### src/verilog/obj_pkg.sv
package obj_pkg;

    // ########################################################################
    // Line and command geometry
    // ########################################################################

    // Visible columns on one video line
    localparam int LINE_WIDTH = 240;
    localparam int COL_BITS = 8;

    localparam int COLOR_BITS = 16;
    localparam int ATTR_BITS = 4;

    // One sprite row command always carries this many pixels
    localparam int SPRITE_PIXELS = 8;
    localparam int SLOT_BITS = $clog2(SPRITE_PIXELS);

    // ########################################################################
    // Pixel layout
    // ########################################################################

    // Attribute field sits above the colour, so the stored pixel is 20 bits
    typedef struct packed {
        logic [1:0]            prio;
        logic                  semi;
        logic                  window;
        logic [COLOR_BITS-1:0] color;
    } obj_pixel_t;

    // Pixel 0 lives in the low 16 bits
    typedef logic [SPRITE_PIXELS-1:0][COLOR_BITS-1:0] obj_row_t;

endpackage : obj_pkg

### src/verilog/obj_write_if.sv
interface obj_write_if;
    import obj_pkg::*;

    obj_pixel_t            wdata;
    logic [COL_BITS-1:0]   wcol;
    logic                  we;
    logic                  clear;

    // Renderer side owns both writes and clears
    modport source (
        output wdata,
        output wcol,
        output we,
        output clear
    );

    modport sink (
        input  wdata,
        input  wcol,
        input  we,
        input  clear
    );

endinterface : obj_write_if
### src/verilog/obj_line_renderer.sv
module obj_line_renderer (
    input  logic                          clock,
    input  logic                          rst_n,
    input  logic                          start,
    input  logic [obj_pkg::COL_BITS-1:0]  x,
    input  logic [obj_pkg::ATTR_BITS-1:0] attr,
    input  logic                          hflip,
    input  obj_pkg::obj_row_t             pixels,
    input  logic                          clear,
    output logic                          busy,
    obj_write_if.source                   wr
);
    import obj_pkg::*;

    logic                  busy_q;
    logic [SLOT_BITS-1:0]  slot_q;
    logic                  clear_pend_q;
    logic                  accept;
    logic                  last_slot;

    // Command fields captured on an accepted start
    logic [COL_BITS-1:0]   x_q;
    logic [ATTR_BITS-1:0]  attr_q;
    logic                  hflip_q;
    obj_row_t              pixels_q;

    logic [COL_BITS:0]     col_sum;
    logic                  col_ok;
    logic [SLOT_BITS-1:0]  pix_idx;
    logic [COLOR_BITS-1:0] pix_color;

    assign accept    = start & ~busy_q;
    assign last_slot = (slot_q == SLOT_BITS'(SPRITE_PIXELS - 1));
    assign busy      = busy_q;

    // ########################################################################
    // Slot sequencer
    // ########################################################################

    always_ff @(posedge clock or negedge rst_n) begin
        if (!rst_n) begin
            busy_q <= 1'b0;
            slot_q <= '0;
        end else if (accept) begin
            busy_q <= 1'b1;
            slot_q <= '0;
        end else if (busy_q) begin
            slot_q <= slot_q + 1'b1;
            if (last_slot) begin
                busy_q <= 1'b0;
            end
        end
    end

    always_ff @(posedge clock) begin
        if (accept) begin
            x_q      <= x;
            attr_q   <= attr;
            hflip_q  <= hflip;
            pixels_q <= pixels;
        end
    end

    // Clear requests that arrive mid-command wait for the sequencer to go idle
    always_ff @(posedge clock or negedge rst_n) begin
        if (!rst_n) begin
            clear_pend_q <= 1'b0;
        end else if (busy_q) begin
            clear_pend_q <= clear_pend_q | clear;
        end else begin
            clear_pend_q <= 1'b0;
        end
    end

    // ########################################################################
    // Write port
    // ########################################################################

    // One extra bit catches columns that wrap past 255
    assign col_sum = {1'b0, x_q} + (COL_BITS + 1)'(slot_q);
    assign col_ok  = (col_sum < (COL_BITS + 1)'(LINE_WIDTH));

    // Flipping walks the pixels from the far end
    assign pix_idx   = slot_q ^ {SLOT_BITS{hflip_q}};
    assign pix_color = pixels_q[pix_idx];

    assign wr.we           = busy_q & col_ok;
    assign wr.wcol         = col_sum[COL_BITS-1:0];
    assign wr.wdata.prio   = attr_q[3:2];
    assign wr.wdata.semi   = attr_q[1];
    assign wr.wdata.window = attr_q[0];
    assign wr.wdata.color  = pix_color;
    assign wr.clear        = ~busy_q & (clear | clear_pend_q);

endmodule : obj_line_renderer

### src/flat_wrapper.sv
// flat-port wrapper written by rule: the top's interface ports become plain ports
module obj_line_renderer_flat import obj_pkg::*;
  (clock, rst_n, start, x, attr, hflip, pixels, clear, busy, wr_wdata, wr_wcol, wr_we, wr_clear);
  obj_write_if wr_i ();
  input  logic clock;
  input  logic rst_n;
  input  logic start;
  input  logic [obj_pkg::COL_BITS-1:0] x;
  input  logic [obj_pkg::ATTR_BITS-1:0] attr;
  input  logic hflip;
  input  obj_pkg::obj_row_t pixels;
  input  logic clear;
  output logic busy;
  output wire logic [$bits(wr_i.wdata)-1:0] wr_wdata;
  output wire logic [$bits(wr_i.wcol)-1:0] wr_wcol;
  output wire logic [$bits(wr_i.we)-1:0] wr_we;
  output wire logic [$bits(wr_i.clear)-1:0] wr_clear;
  assign wr_wdata = wr_i.wdata;
  assign wr_wcol = wr_i.wcol;
  assign wr_we = wr_i.we;
  assign wr_clear = wr_i.clear;
  obj_line_renderer u_core (.clock(clock), .rst_n(rst_n), .start(start), .x(x), .attr(attr), .hflip(hflip), .pixels(pixels), .clear(clear), .busy(busy), .wr(wr_i));
endmodule
### config.mk
export PLATFORM = sky130hd
export DESIGN_NAME = obj_line_renderer_flat
export DESIGN_NICKNAME = d
export VERILOG_FILES = /design/src/verilog/obj_pkg.sv /design/src/verilog/obj_write_if.sv /design/src/verilog/obj_line_renderer.sv /design/src/flat_wrapper.sv
export SDC_FILE = /design/constraint.sdc
export NUM_CORES = 1
export LEC_CHECK = 0
export BUFFER_PORTS_ARGS = -buffer_cell sky130_fd_sc_hd__buf_2
export CORE_MARGIN = 3
export CORE_UTILIZATION = 40
export CTS_CLUSTER_SIZE = 8
export DETAILED_ROUTE_END_ITERATION = 10
export PLACE_DENSITY = 0.7
export SETUP_SLACK_MARGIN = 0.1
export SLEW_MARGIN = 20
export SYNTH_ARGS = -nofsm -noshare
export SYNTH_HDL_FRONTEND = slang
export SYNTH_SLANG_ARGS = --single-unit
### constraint.sdc
create_clock -name clock -period 9.66 [get_ports clock]
set_input_delay 1.932 -clock clock [delete_from_list [all_inputs] [get_ports clock]]
set_output_delay 1.932 -clock clock [all_outputs]
set_load 0.05 [all_outputs]
Word level (Yosys, flattened, before mapping)
Cells that the tools add are included.
- memories: 0
- bits in latches: 0
- output and inout port bits: 31
- flip-flop bits (word level): 146
- memory bits (read-only): 0
- bits in writable memories: 0
- input bits: 145
- logic and storage cells: 34
- order comparisons: 2
- shift-type cells: 0
- bitwise logic cells: 6
- multiply operators: 0
- add/sub/neg operators: 2
- equality and inequality tests: 1
- divide/modulo/power cells: 0
- reductions and logical operators: 1
- muxes and demuxes: 8
- operator list (cell ; number):
    $bmux W16 S3 ; 1
    $mux W16 ; 1
    $add A8 B3 Y9 ; 1
    $lt A9 B8 Y1 const B ; 1
    $mux W3 ; 2
    $lt A3 B4 Y1 const B ; 1
    $mux W1 ; 4
    $add A3 B1 Y3 const B ; 1
    $and A1 B1 Y1 ; 3
    $eq A3 B3 Y1 const B ; 1
    $xor A3 B3 Y3 ; 1
    $reduce_bool A2 Y1 ; 1
    $not A1 Y1 ; 1
    $or A1 B1 Y1 ; 1

Longest topological paths before layout
Gate-level depths: netlist of the first run.
- depth in word-level cells: 4
- mapped depth: 8
- depth with buffers taken out: 7

Least setup slack after synthesis of the first run
OpenSTA, ideal clock, no wires.
- path type: input-to-reg
- from: input start
- to: register u_core.attr_q[0], enable pin
- library setup time: 0.658 ns
- path slack: 0.934 ns
- required time: 9.002 ns
- cell stages on the path: 1
- arrival time: 8.068 ns
- path buffers: 0
- path through: nor2b_1
- word-level cells in the longest chain between the ends: 1
- RTL lines (element ; line ; text):
    start: declaration ; flat_wrapper.sv:7 ; input logic start;
    $and A1 B1 Y1 ; obj_line_renderer.sv:32 ; assign accept = start & ~busy_q;
    end signal: assignment ; obj_line_renderer.sv:58 ; attr_q <= attr;
    end: declaration ; obj_line_renderer.sv:23 ; logic [ATTR_BITS-1:0] attr_q;
No other way between the ends.
A chain may end at the register's enable or synchronous reset.

Worst setup path in the final report of the first run
- from: register u_core.slot_q[1]
- to: output wr_we
- word-level cells in the longest chain between the ends: 3
- RTL lines (element ; line ; text):
    start: declaration ; obj_line_renderer.sv:16 ; logic [SLOT_BITS-1:0] slot_q;
    start signal: assignment ; obj_line_renderer.sv:48 ; slot_q <= slot_q + 1'b1;
    $add A8 B3 Y9 ; obj_line_renderer.sv:80 ; assign col_sum = {1'b0, x_q} + (COL_BITS + 1)'(slot_q);
    $lt A9 B8 Y1 ; obj_line_renderer.sv:81 ; assign col_ok = (col_sum < (COL_BITS + 1)'(LINE_WIDTH));
    $and A1 B1 Y1 ; obj_line_renderer.sv:87 ; assign wr.we = busy_q & col_ok;
    end: declaration ; flat_wrapper.sv:16 ; output wire logic [$bits(wr_i.we)-1:0] wr_we;
No other way between the ends.

==> summary.md, run 1 <==
| Metric | Value |
|---|---|
| Reg2reg path depth | 3 |
| Share of cells above drive strength 1 | between 30% and 40% |
| Main flop type after synthesis | edfxtp_1 |
| Fin crit share | a little under three fifths |
| Clock Tree Root | clkbuf_16 |
| Largest net degree at the start of global routing | approximately 80 |
| Hold depth | 2 |
| Status | completed |
| Die footprint | between 15000 and 20000 µm² |
| Post-Syn Nets | 557 |
| Post-synthesis mux area share | about a tenth |
| WHS | ~0.50 ns |
| RSZ-0062 raised after global routing | no |
| Reg2Reg Capture Point | u_core.slot_q[2] |
| Largest stage delay, worst path | between 0.8 and 0.9 ns |
| Clock Sinks | about 150 |
| Worst-path fanout max | 22 |
| CP arrival | approximately 3.6 ns |
| Fin crit period | between 5 and 6 ns |
| Min-delay worst type | reg2reg |
| Area leader, netlist | edfxtp_1 |
| Post_cts resized | 0 |
| Worst vdd ir | 0.160 mV |
| Max-slew violations | 0 |
| Flops & latches, synth | approximately 150 |
| Pre-CTS setup slack | 4.62 ns |
| Commonest non-fill, non-tap cells in the layout | buf_2, edfxtp_1, mux2i_1, nor2_1, nand2_1 |
| Port Buffers | around 180 |
| Yosys warns | 0 |
| Routed Wire Length | about 14000 µm |
| HP Start | u_core.clear_pend_q |
| HPWL Detailed | a little under 10000 µm |
| Setup TNS | 0 ns |
| Top cell type's share of synthesized area | 67.7% |
| Die H | 131 µm |
| CTS tree | yes |
| Post-synth cell types | between 40 and 50 |
| Post-synthesis adder-cell area fraction | 1.32% |
| Post-route DRC | 0 |
| Compound-cell area share of the yosys netlist | under 10% |
| Syn Inst Count | between 400 and 500 |
| Worst setup SP type | flip-flop |
| FFs w/ async S/R, synth | under 10% |
| Syn Area/Cell | about 15 µm² |
| CP Data Required Time | roughly 7.7 ns |
| Mapped Area | ~6300 µm² |
| Worst Setup End Kind | output port |
| XOR/XNOR Fraction of Synth Area | 1.86% |
| R2R Path Start | u_core.slot_q[0] |
| Remaining global-route overflow | 0 |
| Crit Path Class | reg2out |
| Initial Utilization | approximately two fifths |
| Initial antenna violation count | 2 |
| R2R Setup Slk | slightly below 8 ns |
| Routed len/inst | between 15 and 20 µm |
| Largest family of logic cells by synthesized area | multiplexers |
| Sequential cell area fraction in the yosys report | approximately 70% |
| Routed Antenna Nets | 0 |
| Max cap viols | 0 |
| Main area contributors after synthesis | edfxtp_1, mux2i_1, a222oi_1 |
| Hold Buf Count CTS | 0 |
| DRT Pass-1 Iters | 8 |
| Layout Skew | a little over 0.006 ns |
| CTS clk-pin slew, worst paths | roughly 0.06 ns |
| DRT iter0 DRCs | 319 |
| Power Dens Cells | between 300 and 400 nW/µm² |
| Vias/cell | 5.05 |
| Via count | ~4100 |
| Post-Synth Simple-Gate Area | under 10% |
| H-tree depth | 4 |
| Setup Fix Bufs, Post-CTS | 0 |
| Tot GR Track Use | between 10% and 20% |
| # IOs | around 180 |
| Commonest non-fill, non-tap cell in the layout | buf_2 |
| Hold Fails Final Rpt | 0 |
| CP cell instances | inv_1 -> fa_1 -> nor2b_1 -> o21ai_0 -> mux2i_1 -> o2bb2ai_1 -> buf_2 |
| Number of global-route vias before repair | ~4000 |
| Die X | 131 µm |
| Actual slew at the worst max-slew pin | around 1.1 ns |
| Worst Hold End | u_core.clear_pend_q |
| Clock insertion delay at the later pin of the skew report | about 0.42 ns |
| GPL Wtd Cong | around 0.81 |
| Leak | approximately 3.2 nW |
| Slowest-stage cell, CP | dfrtp_1 |
| Max Clk Rate | 182 MHz |
| Fin worst setup slack | ~4.2 ns |
| Nets@finish | 730 |
| Number of flops mapped to enable cells by yosys | 141 |
| Inserted Clock Buffers | 17 |
| Core Area | 15300 µm² |
| Number of core rows | 45 |
| Slew headroom | around a quarter |
| Design Area, Final | 7910 µm² |
| P&R area growth vs syn | 26.6% |
| # setup viols final | 0 |
| First-pass GRT wire length | 21000 µm |
| Placement Cell Area | ~7300 µm² |
| CTS Buffer Depth | 2 |
| Filler cell count in the final layout | ~1300 |
worst max-delay path, delay by kind of cell, from the launching register on:
| family | cells | cell delay (ns) |
|---|---|---|
| AND/OR/NAND/NOR | 1 | 0.32 |
| AO/OA/AOI/OAI | 2 | 0.34 |
| buffers and inverters | 2 | 0.83 |
| multiplexers | 1 | 0.19 |
| adder cells (fa/ha/maj) | 1 | 0.58 |
| flip-flops | 1 | 0.86 |
area by class of cell:
| cell class | instances | area [µm²] | share of cell area (%) |
|---|---|---|---|
| sequential | 146 | 4360 | 55.1 |
| inverter | 7 | 26.3 | 0.332 |
| multi-input combinational | 228 | 1730 | 21.9 |
| clock buffer | 18 | 429 | 5.42 |
| antenna | 2 | 5.00 | 0.0633 |
| tap | 211 | 264 | 3.34 |
| clock inverter | 13 | 191 | 2.42 |
| timing repair buffer | 179 | 906 | 11.4 |
cell usage after synthesis (2+ instances only):
master	number
a21o_1	18
a222oi_1	16
buf_1	2
buf_2	6
buf_4	6
buf_6	4
clkbuf_1	7
dfrtp_1	5
edfxtp_1	141
ha_1	5
inv_1	6
mux2i_1	65
nand2_1	35
nand3_1	2
nor2_1	36
nor2b_1	3
o2111ai_1	3
o21ai_1	2
o22ai_1	16
o31ai_1	2
xnor2_1	6
sequential cells by signal (all words and copies together), names as in the netlist:
register / cells
u_core.pixels_q: 128
u_core.x_q: 8
u_core.attr_q: 4
u_core.slot_q: 3
u_core.busy: 1
u_core.clear_pend_q: 1
u_core.hflip_q: 1
routing by layer:
| layer | up-vias | part of all wire [%] | GRT usage [%] |
|---|---|---|---|
| met5 | - | 0 | 0 |
| met4 | 0 | 2.1 | 6.35 |
| met3 | 23 | 7.9 | 5.61 |
| met2 | 164 | 49 | 27.2 |
| met1 | 1951 | 41 | 20.9 |
| li1 | 1921 | - | - |
how the worst max path moves through the flow:
stage,to,slack (ns),startpoint,cells after the start
detailed placement,wr_we,4.62,u_core.slot_q[1],7
floorplan,u_core.attr_q[0],0.93,start,1
CTS,wr_we,4.16,u_core.slot_q[1],7
global placement,wr_we,4.77,u_core.slot_q[1],7
global route,wr_we,3.90,u_core.slot_q[1],7
finish,wr_we,4.17,u_core.slot_q[1],7
where the power goes:
| group | internal [W] | switching, W |
|---|---|---|
| clock | 0.000452 | 0.000243 |
| sequential | 0.000808 | 0.0000941 |
| combinational | 0.000335 | 0.000691 |
cells by family (layout without fill, tap and decap cells):
logic type               Yosys count  count (layout)
adder cells (fa/ha/maj)            6               6
flip-flops                       146             146
multiplexers                      66              66
AND/OR/NAND/NOR                   80              80
buffers and inverters             32             217
AO/OA/AOI/OAI                     67              67
other                              0               2
XOR/XNOR                           9               9
per-stage QoR:
stage | cells | util (%) | power [W]
finish | 804 | 51.9 | 0.00262
global route | 804 | 51.9 | 0.00276
CTS | 802 | 51.8 | 0.00265
floorplan | 406 | - | 0.00173
global placement | 771 | 47.8 | 0.00193
detailed placement | 771 | 47.8 | 0.00196
(Power assumes the default switching activity.)
==> run 2, diff against run 1 <==
Clock period 9.66 ns to 5.3 ns, I/O delays scaled along.
==> run 2 against run 1 <==
- sequential power grew 75%
- sequential share of layout area grew 0.17 points
- critical path depth grew 1
- cell count grew 0.12%
- global-route usage grew 0.55 points
- first-iteration DRC count grew 7.8%
- flip-flop and latch count is the same
- combinational power grew 91%
- via count grew 1.1%
==> summary.md, run 2 (synthesized netlist as in run 1, its figures left out) <==
| Metric | Value |
|---|---|
| First-pass GRT wire length | 21900 µm (+4.4%) |
| CP top delay family | buffers and inverters |
| CP Data Required Time | 4.24 ns (-3.49 ns) |
| Core Util, Final | 51.7% (-0.16 points) |
| Inst Count DP | 774 (+0.39%) |
| Design Area, Final | 7890 µm² (-0.30%) |
| Port Buffers | 175 (unchanged) |
| GPL Wtd Cong | 0.832 (+2.5%) |
| DRT Pass-1 Iters | 7 (-1) |
| Nets@finish | 733 (+0.41%) |
| # setup viols final | 0 (unchanged) |
| Worst Setup End Kind | output port |
| Routed Wire Length | 14700 µm (+2.1%) |
| Filler cell count in the final layout | 1281 (-2.1%) |
| Die X | 131 µm (unchanged) |
| Setup TNS | 0 ns (unchanged) |
| Tot GR Track Use | 17.3% (+0.55 points) |
| Layout Skew | 0.00705 ns (+0.000955 ns) |
| Clock Tree Root | clkbuf_16 |
| HPWL Detailed | 10200 µm (+3.4%) |
| Worst setup path start | u_core.slot_q[1] |
| Commonest non-fill, non-tap cell in the layout | buf_2 |
| Largest net degree at the start of global routing | 59 (-27%) |
| Hold Fails Final Rpt | 0 (unchanged) |
| Max cap viols | 0 (unchanged) |
| Gr busiest metal | met2 |
| CTS Buffer Depth | 2 (unchanged) |
| Min-delay worst type | in2async |
| H-tree depth | 4 (unchanged) |
| Fin crit share | 79.4% |
| Die H | 131 µm (unchanged) |
| GRT met3 Usage | 5.93% (+0.33 points) |
| Max-slew violations | 0 (unchanged) |
| Status | completed |
| Slew headroom | 26.2% (+0.35 points) |
| P&R area growth vs syn | 26.2% |
| Routed Antenna Nets | 0 (unchanged) |
| CTS clk-pin slew, worst paths | 0.06 ns (about the same) |
| CP bufs+invs | 3 (+1) |
| Worst-path fanout max | 22 (unchanged) |
| Share of cells above drive strength 1 | 37.0% (+0.83 points) |
| Global Route met1 Usage | 21.8% (+0.88 points) |
| Total power | 0.00470 W (+79%) |
| CP arrival | 3.15 ns (-0.41 ns) |
| Non-Filler Instances | 805 (+0.12%) |
| Clock insertion delay at the later pin of the skew report | 0.42 ns (about the same) |
| Largest registers | u_core.pixels_q (128), u_core.x_q (8), u_core.attr_q (4) |
| Register area | 4360 µm² (unchanged) |
| Worst setup SP type | flip-flop |
| Initial antenna violation count | 0 (-2) |
| Crit Path Class | reg2out |
| Multi-input gate area | 1730 µm² (unchanged) |
| Ant diodes | 0 (-2) |
| RSZ-0062 raised after global routing | no |
| Post_cts resized | 0 (unchanged) |
| Setup Fix Bufs, Post-CTS | 0 (unchanged) |
| Commonest non-fill, non-tap cells in the layout | buf_2, edfxtp_1, mux2i_1, nor2_1, nand2_1 |
| Leak | 3.21 nW (-0.19%) |
| Initial Utilization | 41.0% (unchanged) |
| Number of global-route vias before repair | 4079 (+2.0%) |
| Largest stage delay, worst path | 0.57 ns (-0.29 ns) |
| Die footprint | 17200 µm² (unchanged) |
| Met2 usage in global routing | 28.0% (+0.81 points) |
| Routed len/inst | 18.3 µm (+2.0%) |
| Clock Sinks | 146 (unchanged) |
| CTS tree | yes |
| # IOs | 176 (unchanged) |
| Remaining global-route overflow | 0 (unchanged) |
| Max Clk Rate | approximately 240 MHz |
| Fin crit period | roughly 4.2 ns |
| DRT iter0 DRCs | 344 (+7.8%) |
| Via count | 4105 (+1.1%) |
| Slowest-stage cell, CP | fa_1 |
| Power Dens Cells | 596 nW/µm² (+80%) |
| Core Area | 15300 µm² (unchanged) |
| Number of core rows | 45 (unchanged) |
| Vias/cell | 5.10 (+1.0%) |
| CP cell instances | buf_4 -> inv_1 -> fa_1 -> nor2b_1 -> o21ai_0 -> mux2i_1 -> o2bb2ai_1 -> buf_2 |
| Worst vdd ir | 0.329 mV (+110%) |
| Actual slew at the worst max-slew pin | 1.11 ns (-0.00536 ns) |
| Inserted Clock Buffers | 17 (unchanged) |
| Post-route DRC | 0 (unchanged) |
| R2R Path Start | u_core.busy |
| Placement Cell Area | 7320 µm² (+0.48%) |
| Max reg flops | 128 (unchanged) |
| Hold Buf Count CTS | 0 (unchanged) |
| Reg with most FFs | u_core.pixels_q |
[run 2: changes by cell type in the layout (fill, tap and decap cells not counted)]
cell        change
bufinv_16       -3
inv_6           +2
clkinvlp_4      +1
buf_12          +1
clkinv_2        +1
clkinv_1        -3
clkinv_4        +2
diode_2         -2
buf_4           +2
[run 2: cell type report]
class / instances / share of cell area [%]
clock buffers: 18 / 5.44
clock inverters: 13 / 1.74
multi-input cells: 228 / 21.9
inverters: 7 / 0.333
repair buffers: 182 / 11.9
flip-flops and latches: 146 / 55.3
well taps: 211 / 3.35
[run 2: worst register-to-register path: stages (launching register included)]
cell and delay (ns):
dfrtp_1 0.55, nor2b_4 0.21, buf_4 0.61
[run 2: layer usage]
layer | wire [µm] | vias to the layer above | share of wire [%]
met5 | 0 | - | 0
met2 | 7140 | 177 | 49
met3 | 1220 | 12 | 8.3
met1 | 6130 | 1994 | 42
li1 | - | 1922 | -
met4 | 224 | 0 | 1.5
[run 2: worst paths after layout]
kind	slack [ns]	end	depth (start not counted)
min in group clock	0.54	u_core.clear_pend_q	2
max reg2reg	3.53	u_core.pixels_q[37]	2
max	1.09	wr_we	8
max in group asynchronous	4.70	u_core.slot_q[0]	1
min	0.45	u_core.clear_pend_q	1
min reg2reg	0.54	u_core.clear_pend_q	2
[run 2: stage by stage]
stage	worst slack, ns	hold WS [ns]
2_1_floorplan	0.109	0.469
3_3_place_gp	1.62	0.485
3_5_place_dp	1.55	0.540
5_1_grt	0.869	0.433
4_1_cts	1.09	0.438
6_report	1.09	0.451
[run 2: where the power goes]
group / total (W) / switching (W) / internal, W
clock: 0.00115 / 0.000463 / 0.000690
combinational: 0.00197 / 0.00134 / 0.000627
sequential: 0.00158 / 0.000105 / 0.00147
total: 0.00470 / 0.00191 / 0.00279
==> run 3, diff against run 2 <==
Settings changed: ABC_AREA set to 1, PLACE_DENSITY 0.7 to 0.72.
Clock period 5.3 ns to 3.85 ns, I/O delays scaled along.
==> run 3 against run 2 <==
- highest routed layer unchanged
- critical path depth stayed put
- power is 40% higher
- clock skew shrank 0.00052 ns
- clock-buffer cell count down 1
- setup slack worse by 0.54 ns
- critical endpoint is now wr_wdata[14]
- non-clock buffer count is 2 lower
==> summary.md, run 3 <==
| Metric | Value |
|---|---|
| Status | completed |
| R2R Setup Slk | 2.19 ns (-1.34 ns) |
| Core Util, Final | 51.7% (about the same) |
| Ant diodes | 0 (unchanged) |
| Slew headroom | 51.7% (+26 points) |
| Flops & latches, synth | 146 (unchanged) |
| # IOs | 176 (unchanged) |
| CP arrival | 2.53 ns (-0.62 ns) |
| Worst vdd ir | 0.496 mV (+51%) |
| Routed Wire Length | 14300 µm (-2.6%) |
| Clock Tree Root | clkbuf_16 |
| Largest registers | u_core.pixels_q (128), u_core.x_q (8), u_core.attr_q (4) |
| Commonest non-fill, non-tap cell in the layout | buf_2 |
| Post-synth cell types | 22 (-46%) |
| Max-slew violations | 0 (unchanged) |
| Setup TNS | 0 ns (unchanged) |
| CP top delay family | simple AND/OR/NAND/NOR gates |
| Worst setup path start | u_core.hflip_q |
| Inst Count DP | 889 (+15%) |
| Fin crit period | ~3.3 ns |
| Reg2reg path depth | 2 (unchanged) |
| Die X | 131 µm (+0.12%) |
| Pre-CTS setup slack | 0.986 ns (-0.566 ns) |
| Number of flops mapped to enable cells by yosys | 141 (unchanged) |
| Post-synthesis adder-cell area fraction | 1.32% (-0.0034 points) |
| Placement Cell Area | 7290 µm² (-0.44%) |
| Largest net degree at the start of global routing | 142 (+140%) |
| Area leader, netlist | edfxtp_1 |
| Top cell type's share of synthesized area | 67.6% (-0.18 points) |
| Actual slew at the worst max-slew pin | 0.724 ns (-0.383 ns) |
| Inserted Clock Buffers | 17 (unchanged) |
| CTS tree | yes |
| Main area contributors after synthesis | edfxtp_1, nand2_1, o211ai_1 |
| Layout Skew | 0.00653 ns (-0.000518 ns) |
| Clock Sinks | 146 (unchanged) |
| CTS Buffer Depth | 2 (unchanged) |
| CP cell instances | nand2_1 -> nand2_4 -> buf_12 -> o211ai_1 -> nand2_1 -> nand2_1 -> nand2_1 -> buf_2 |
| Leak | 3.46 nW (+7.8%) |
| GPL Wtd Cong | 0.758 (-8.9%) |
| Die footprint | 17200 µm² (+0.24%) |
| Top layer in use | met4 |
| Most common cell in the synthesized netlist | nand2_1 |
| Post-route DRC | 0 (unchanged) |
| CP Data Required Time | 3.08 ns (-1.16 ns) |
| Top post-synthesis cells by count | nand2_1, edfxtp_1, inv_1 |
| Nets@finish | 848 (+16%) |
| Reg with most FFs | u_core.pixels_q |
| Syn Inst Count | 521 (+28%) |
| M1 WL | 6800 µm (+11%) |
| P&R area growth vs syn | 26.0% |
| RSZ-0062 raised after global routing | no |
| Design Area, Final | 7890 µm² (about the same) |
| Die H | 131 µm (+0.12%) |
| Fin worst setup slack | 0.551 ns (-0.540 ns) |
| Max cap viols | 0 (unchanged) |
| HPWL Detailed | 10600 µm (+3.8%) |
| H-tree depth | 4 (unchanged) |
| Vias/cell | 4.53 (-11%) |
| Initial antenna violation count | 0 (unchanged) |
| Post_cts resized | 0 (unchanged) |
| Post-Synth Simple-Gate Area | 11.4% (+6.2 points) |
| Compound-cell area share of the yosys netlist | 8.52% (+0.038 points) |
| Slowest-stage cell, CP | edfxtp_1 |
| Via count | 4172 (+1.6%) |
| Worst-path fanout max | 65 (+200%) |
| Main flop type after synthesis | edfxtp_1 |
| Yosys warns | 0 (unchanged) |
| Core Area | 15300 µm² (unchanged) |
| Number of core rows | 45 (unchanged) |
| Max reg flops | 128 (unchanged) |
| Routed len/inst | 15.6 µm (-15%) |
| Filler cell count in the final layout | 1377 (+7.5%) |
| Routed Antenna Nets | 0 (unchanged) |
| Hold Buf Count CTS | 0 (unchanged) |
| Post-synthesis mux area share | 0% (-11 points) |
| Non-Filler Instances | 921 (+14%) |
| Clock insertion delay at the later pin of the skew report | 0.42 ns (about the same) |
| Share of cells above drive strength 1 | 31.0% (-6.1 points) |
| CP most frequent cell | nand2_1 |
| Fin crit share | a little under nine tenths |
| Worst setup SP type | flip-flop |
| # setup viols final | 0 (unchanged) |
| First-pass GRT wire length | 22100 µm (+0.66%) |
| DRT iter0 DRCs | 240 (-30%) |
| Remaining global-route overflow | 0 (unchanged) |
| R2R Path Start | u_core.busy |
| Max Clk Rate | ~300 MHz |
| Port Buffers | 175 (unchanged) |
| WL met3 | 927 µm (-24%) |
| CTS clk-pin slew, worst paths | 0.06 ns (about the same) |
| Largest family of logic cells by synthesized area | simple AND/OR/NAND/NOR gates |
| Hold Fails Final Rpt | 0 (unchanged) |
| Min-delay worst type | in2async |
| Worst Setup End Kind | output port |
| Post-Syn Nets | 672 (+21%) |
| Worst setup path endpoint | wr_wdata[14] |
| DRT Pass-1 Iters | 4 (-3) |
| Sequential cell area fraction in the yosys report | 69.6% (-0.18 points) |
| Initial Utilization | 41.1% (+0.11 points) |
| Mapped Area | 6270 µm² (+0.26%) |
| Commonest non-fill, non-tap cells in the layout | buf_2, nand2_1, edfxtp_1, inv_1, o211ai_1 |
| Power Dens Cells | 833 nW/µm² (+40%) |
| Tot GR Track Use | 16.8% (-0.50 points) |
| Critical path depth | 8 (unchanged) |
| CP bufs+invs | 2 (-1) |
| Reg2Reg Capture Point | u_core.x_q[6] |
| Largest stage delay, worst path | 0.53 ns (-0.04 ns) |
| Syn Area/Cell | 12.0 µm² (-22%) |
| XOR/XNOR Fraction of Synth Area | 0.799% (-1.1 points) |
| Crit Path Class | reg2out |
| Number of global-route vias before repair | 4212 (+3.3%) |
| Setup Fix Bufs, Post-CTS | 0 (unchanged) |
| FFs w/ async S/R, synth | 3.42% (unchanged) |
| Met2 routed wirelength | 6380 µm (-11%) |
## run 3: changes by cell type in the layout (fill, tap and decap cells not counted), moves of 16 or more
cell / delta
a21o_1: -18
a222oi_1: -16
inv_1: +78
mux2i_1: -65
nand2_1: +134
nor2_1: -31
o211ai_1: +60
o22ai_1: -16
## run 3: final cells by class
type	instances	area, µm²	area share [%]
flip-flops and latches	146	4360	55.2
multi-input cells	266	1410	17.8
repair buffers	180	938	11.9
clock buffers	17	425	5.39
inverters	86	323	4.09
well taps	211	264	3.34
clock inverters	15	179	2.27
## run 3: how the worst min path moves through the flow
| stage | startpoint | to | slack [ns] |
|---|---|---|---|
| finish | rst_n | u_core.clear_pend_q | 0.15 |
| global route | rst_n | u_core.clear_pend_q | 0.14 |
| CTS | rst_n | u_core.clear_pend_q | 0.14 |
| detailed placement | u_core.clear_pend_q | u_core.clear_pend_q | 0.52 |
| global placement | u_core.clear_pend_q | u_core.clear_pend_q | 0.51 |
| floorplan | rst_n | u_core.busy | 0.47 |
## run 3: per-stage QoR
stage | power [W] | hold slack (ns)
after floorplan | 0.00436 | 0.474
after global placement | 0.00494 | 0.506
after detailed placement | 0.00496 | 0.519
after CTS | 0.00665 | 0.137
after global routing | 0.00696 | 0.135
final | 0.00658 | 0.154
## run 3: logic make-up after synthesis
logic type | after synthesis
buffers and inverters | 109
DFF | 146
AOI/OAI and AO/OA | 70
and+or+nand+nor | 186
adders and majority gates | 6
xor gates and xnor gates | 4
## run 3: routing by layer
| metal | up-vias | global-route usage (%) |
|---|---|---|
| li1 | 2128 | - |
| met1 | 1893 | 23.3 |
| met2 | 135 | 24.7 |
| met3 | 16 | 6.16 |
| met4 | 0 | 5.72 |
| met5 | - | 0 |
## run 3: power by group
part           internal (W)  total [W]  switching [W]
clock               0.00102    0.00167       0.000646
combinational      0.000722    0.00276        0.00204
sequential          0.00202    0.00214       0.000120
total               0.00377    0.00658        0.00281
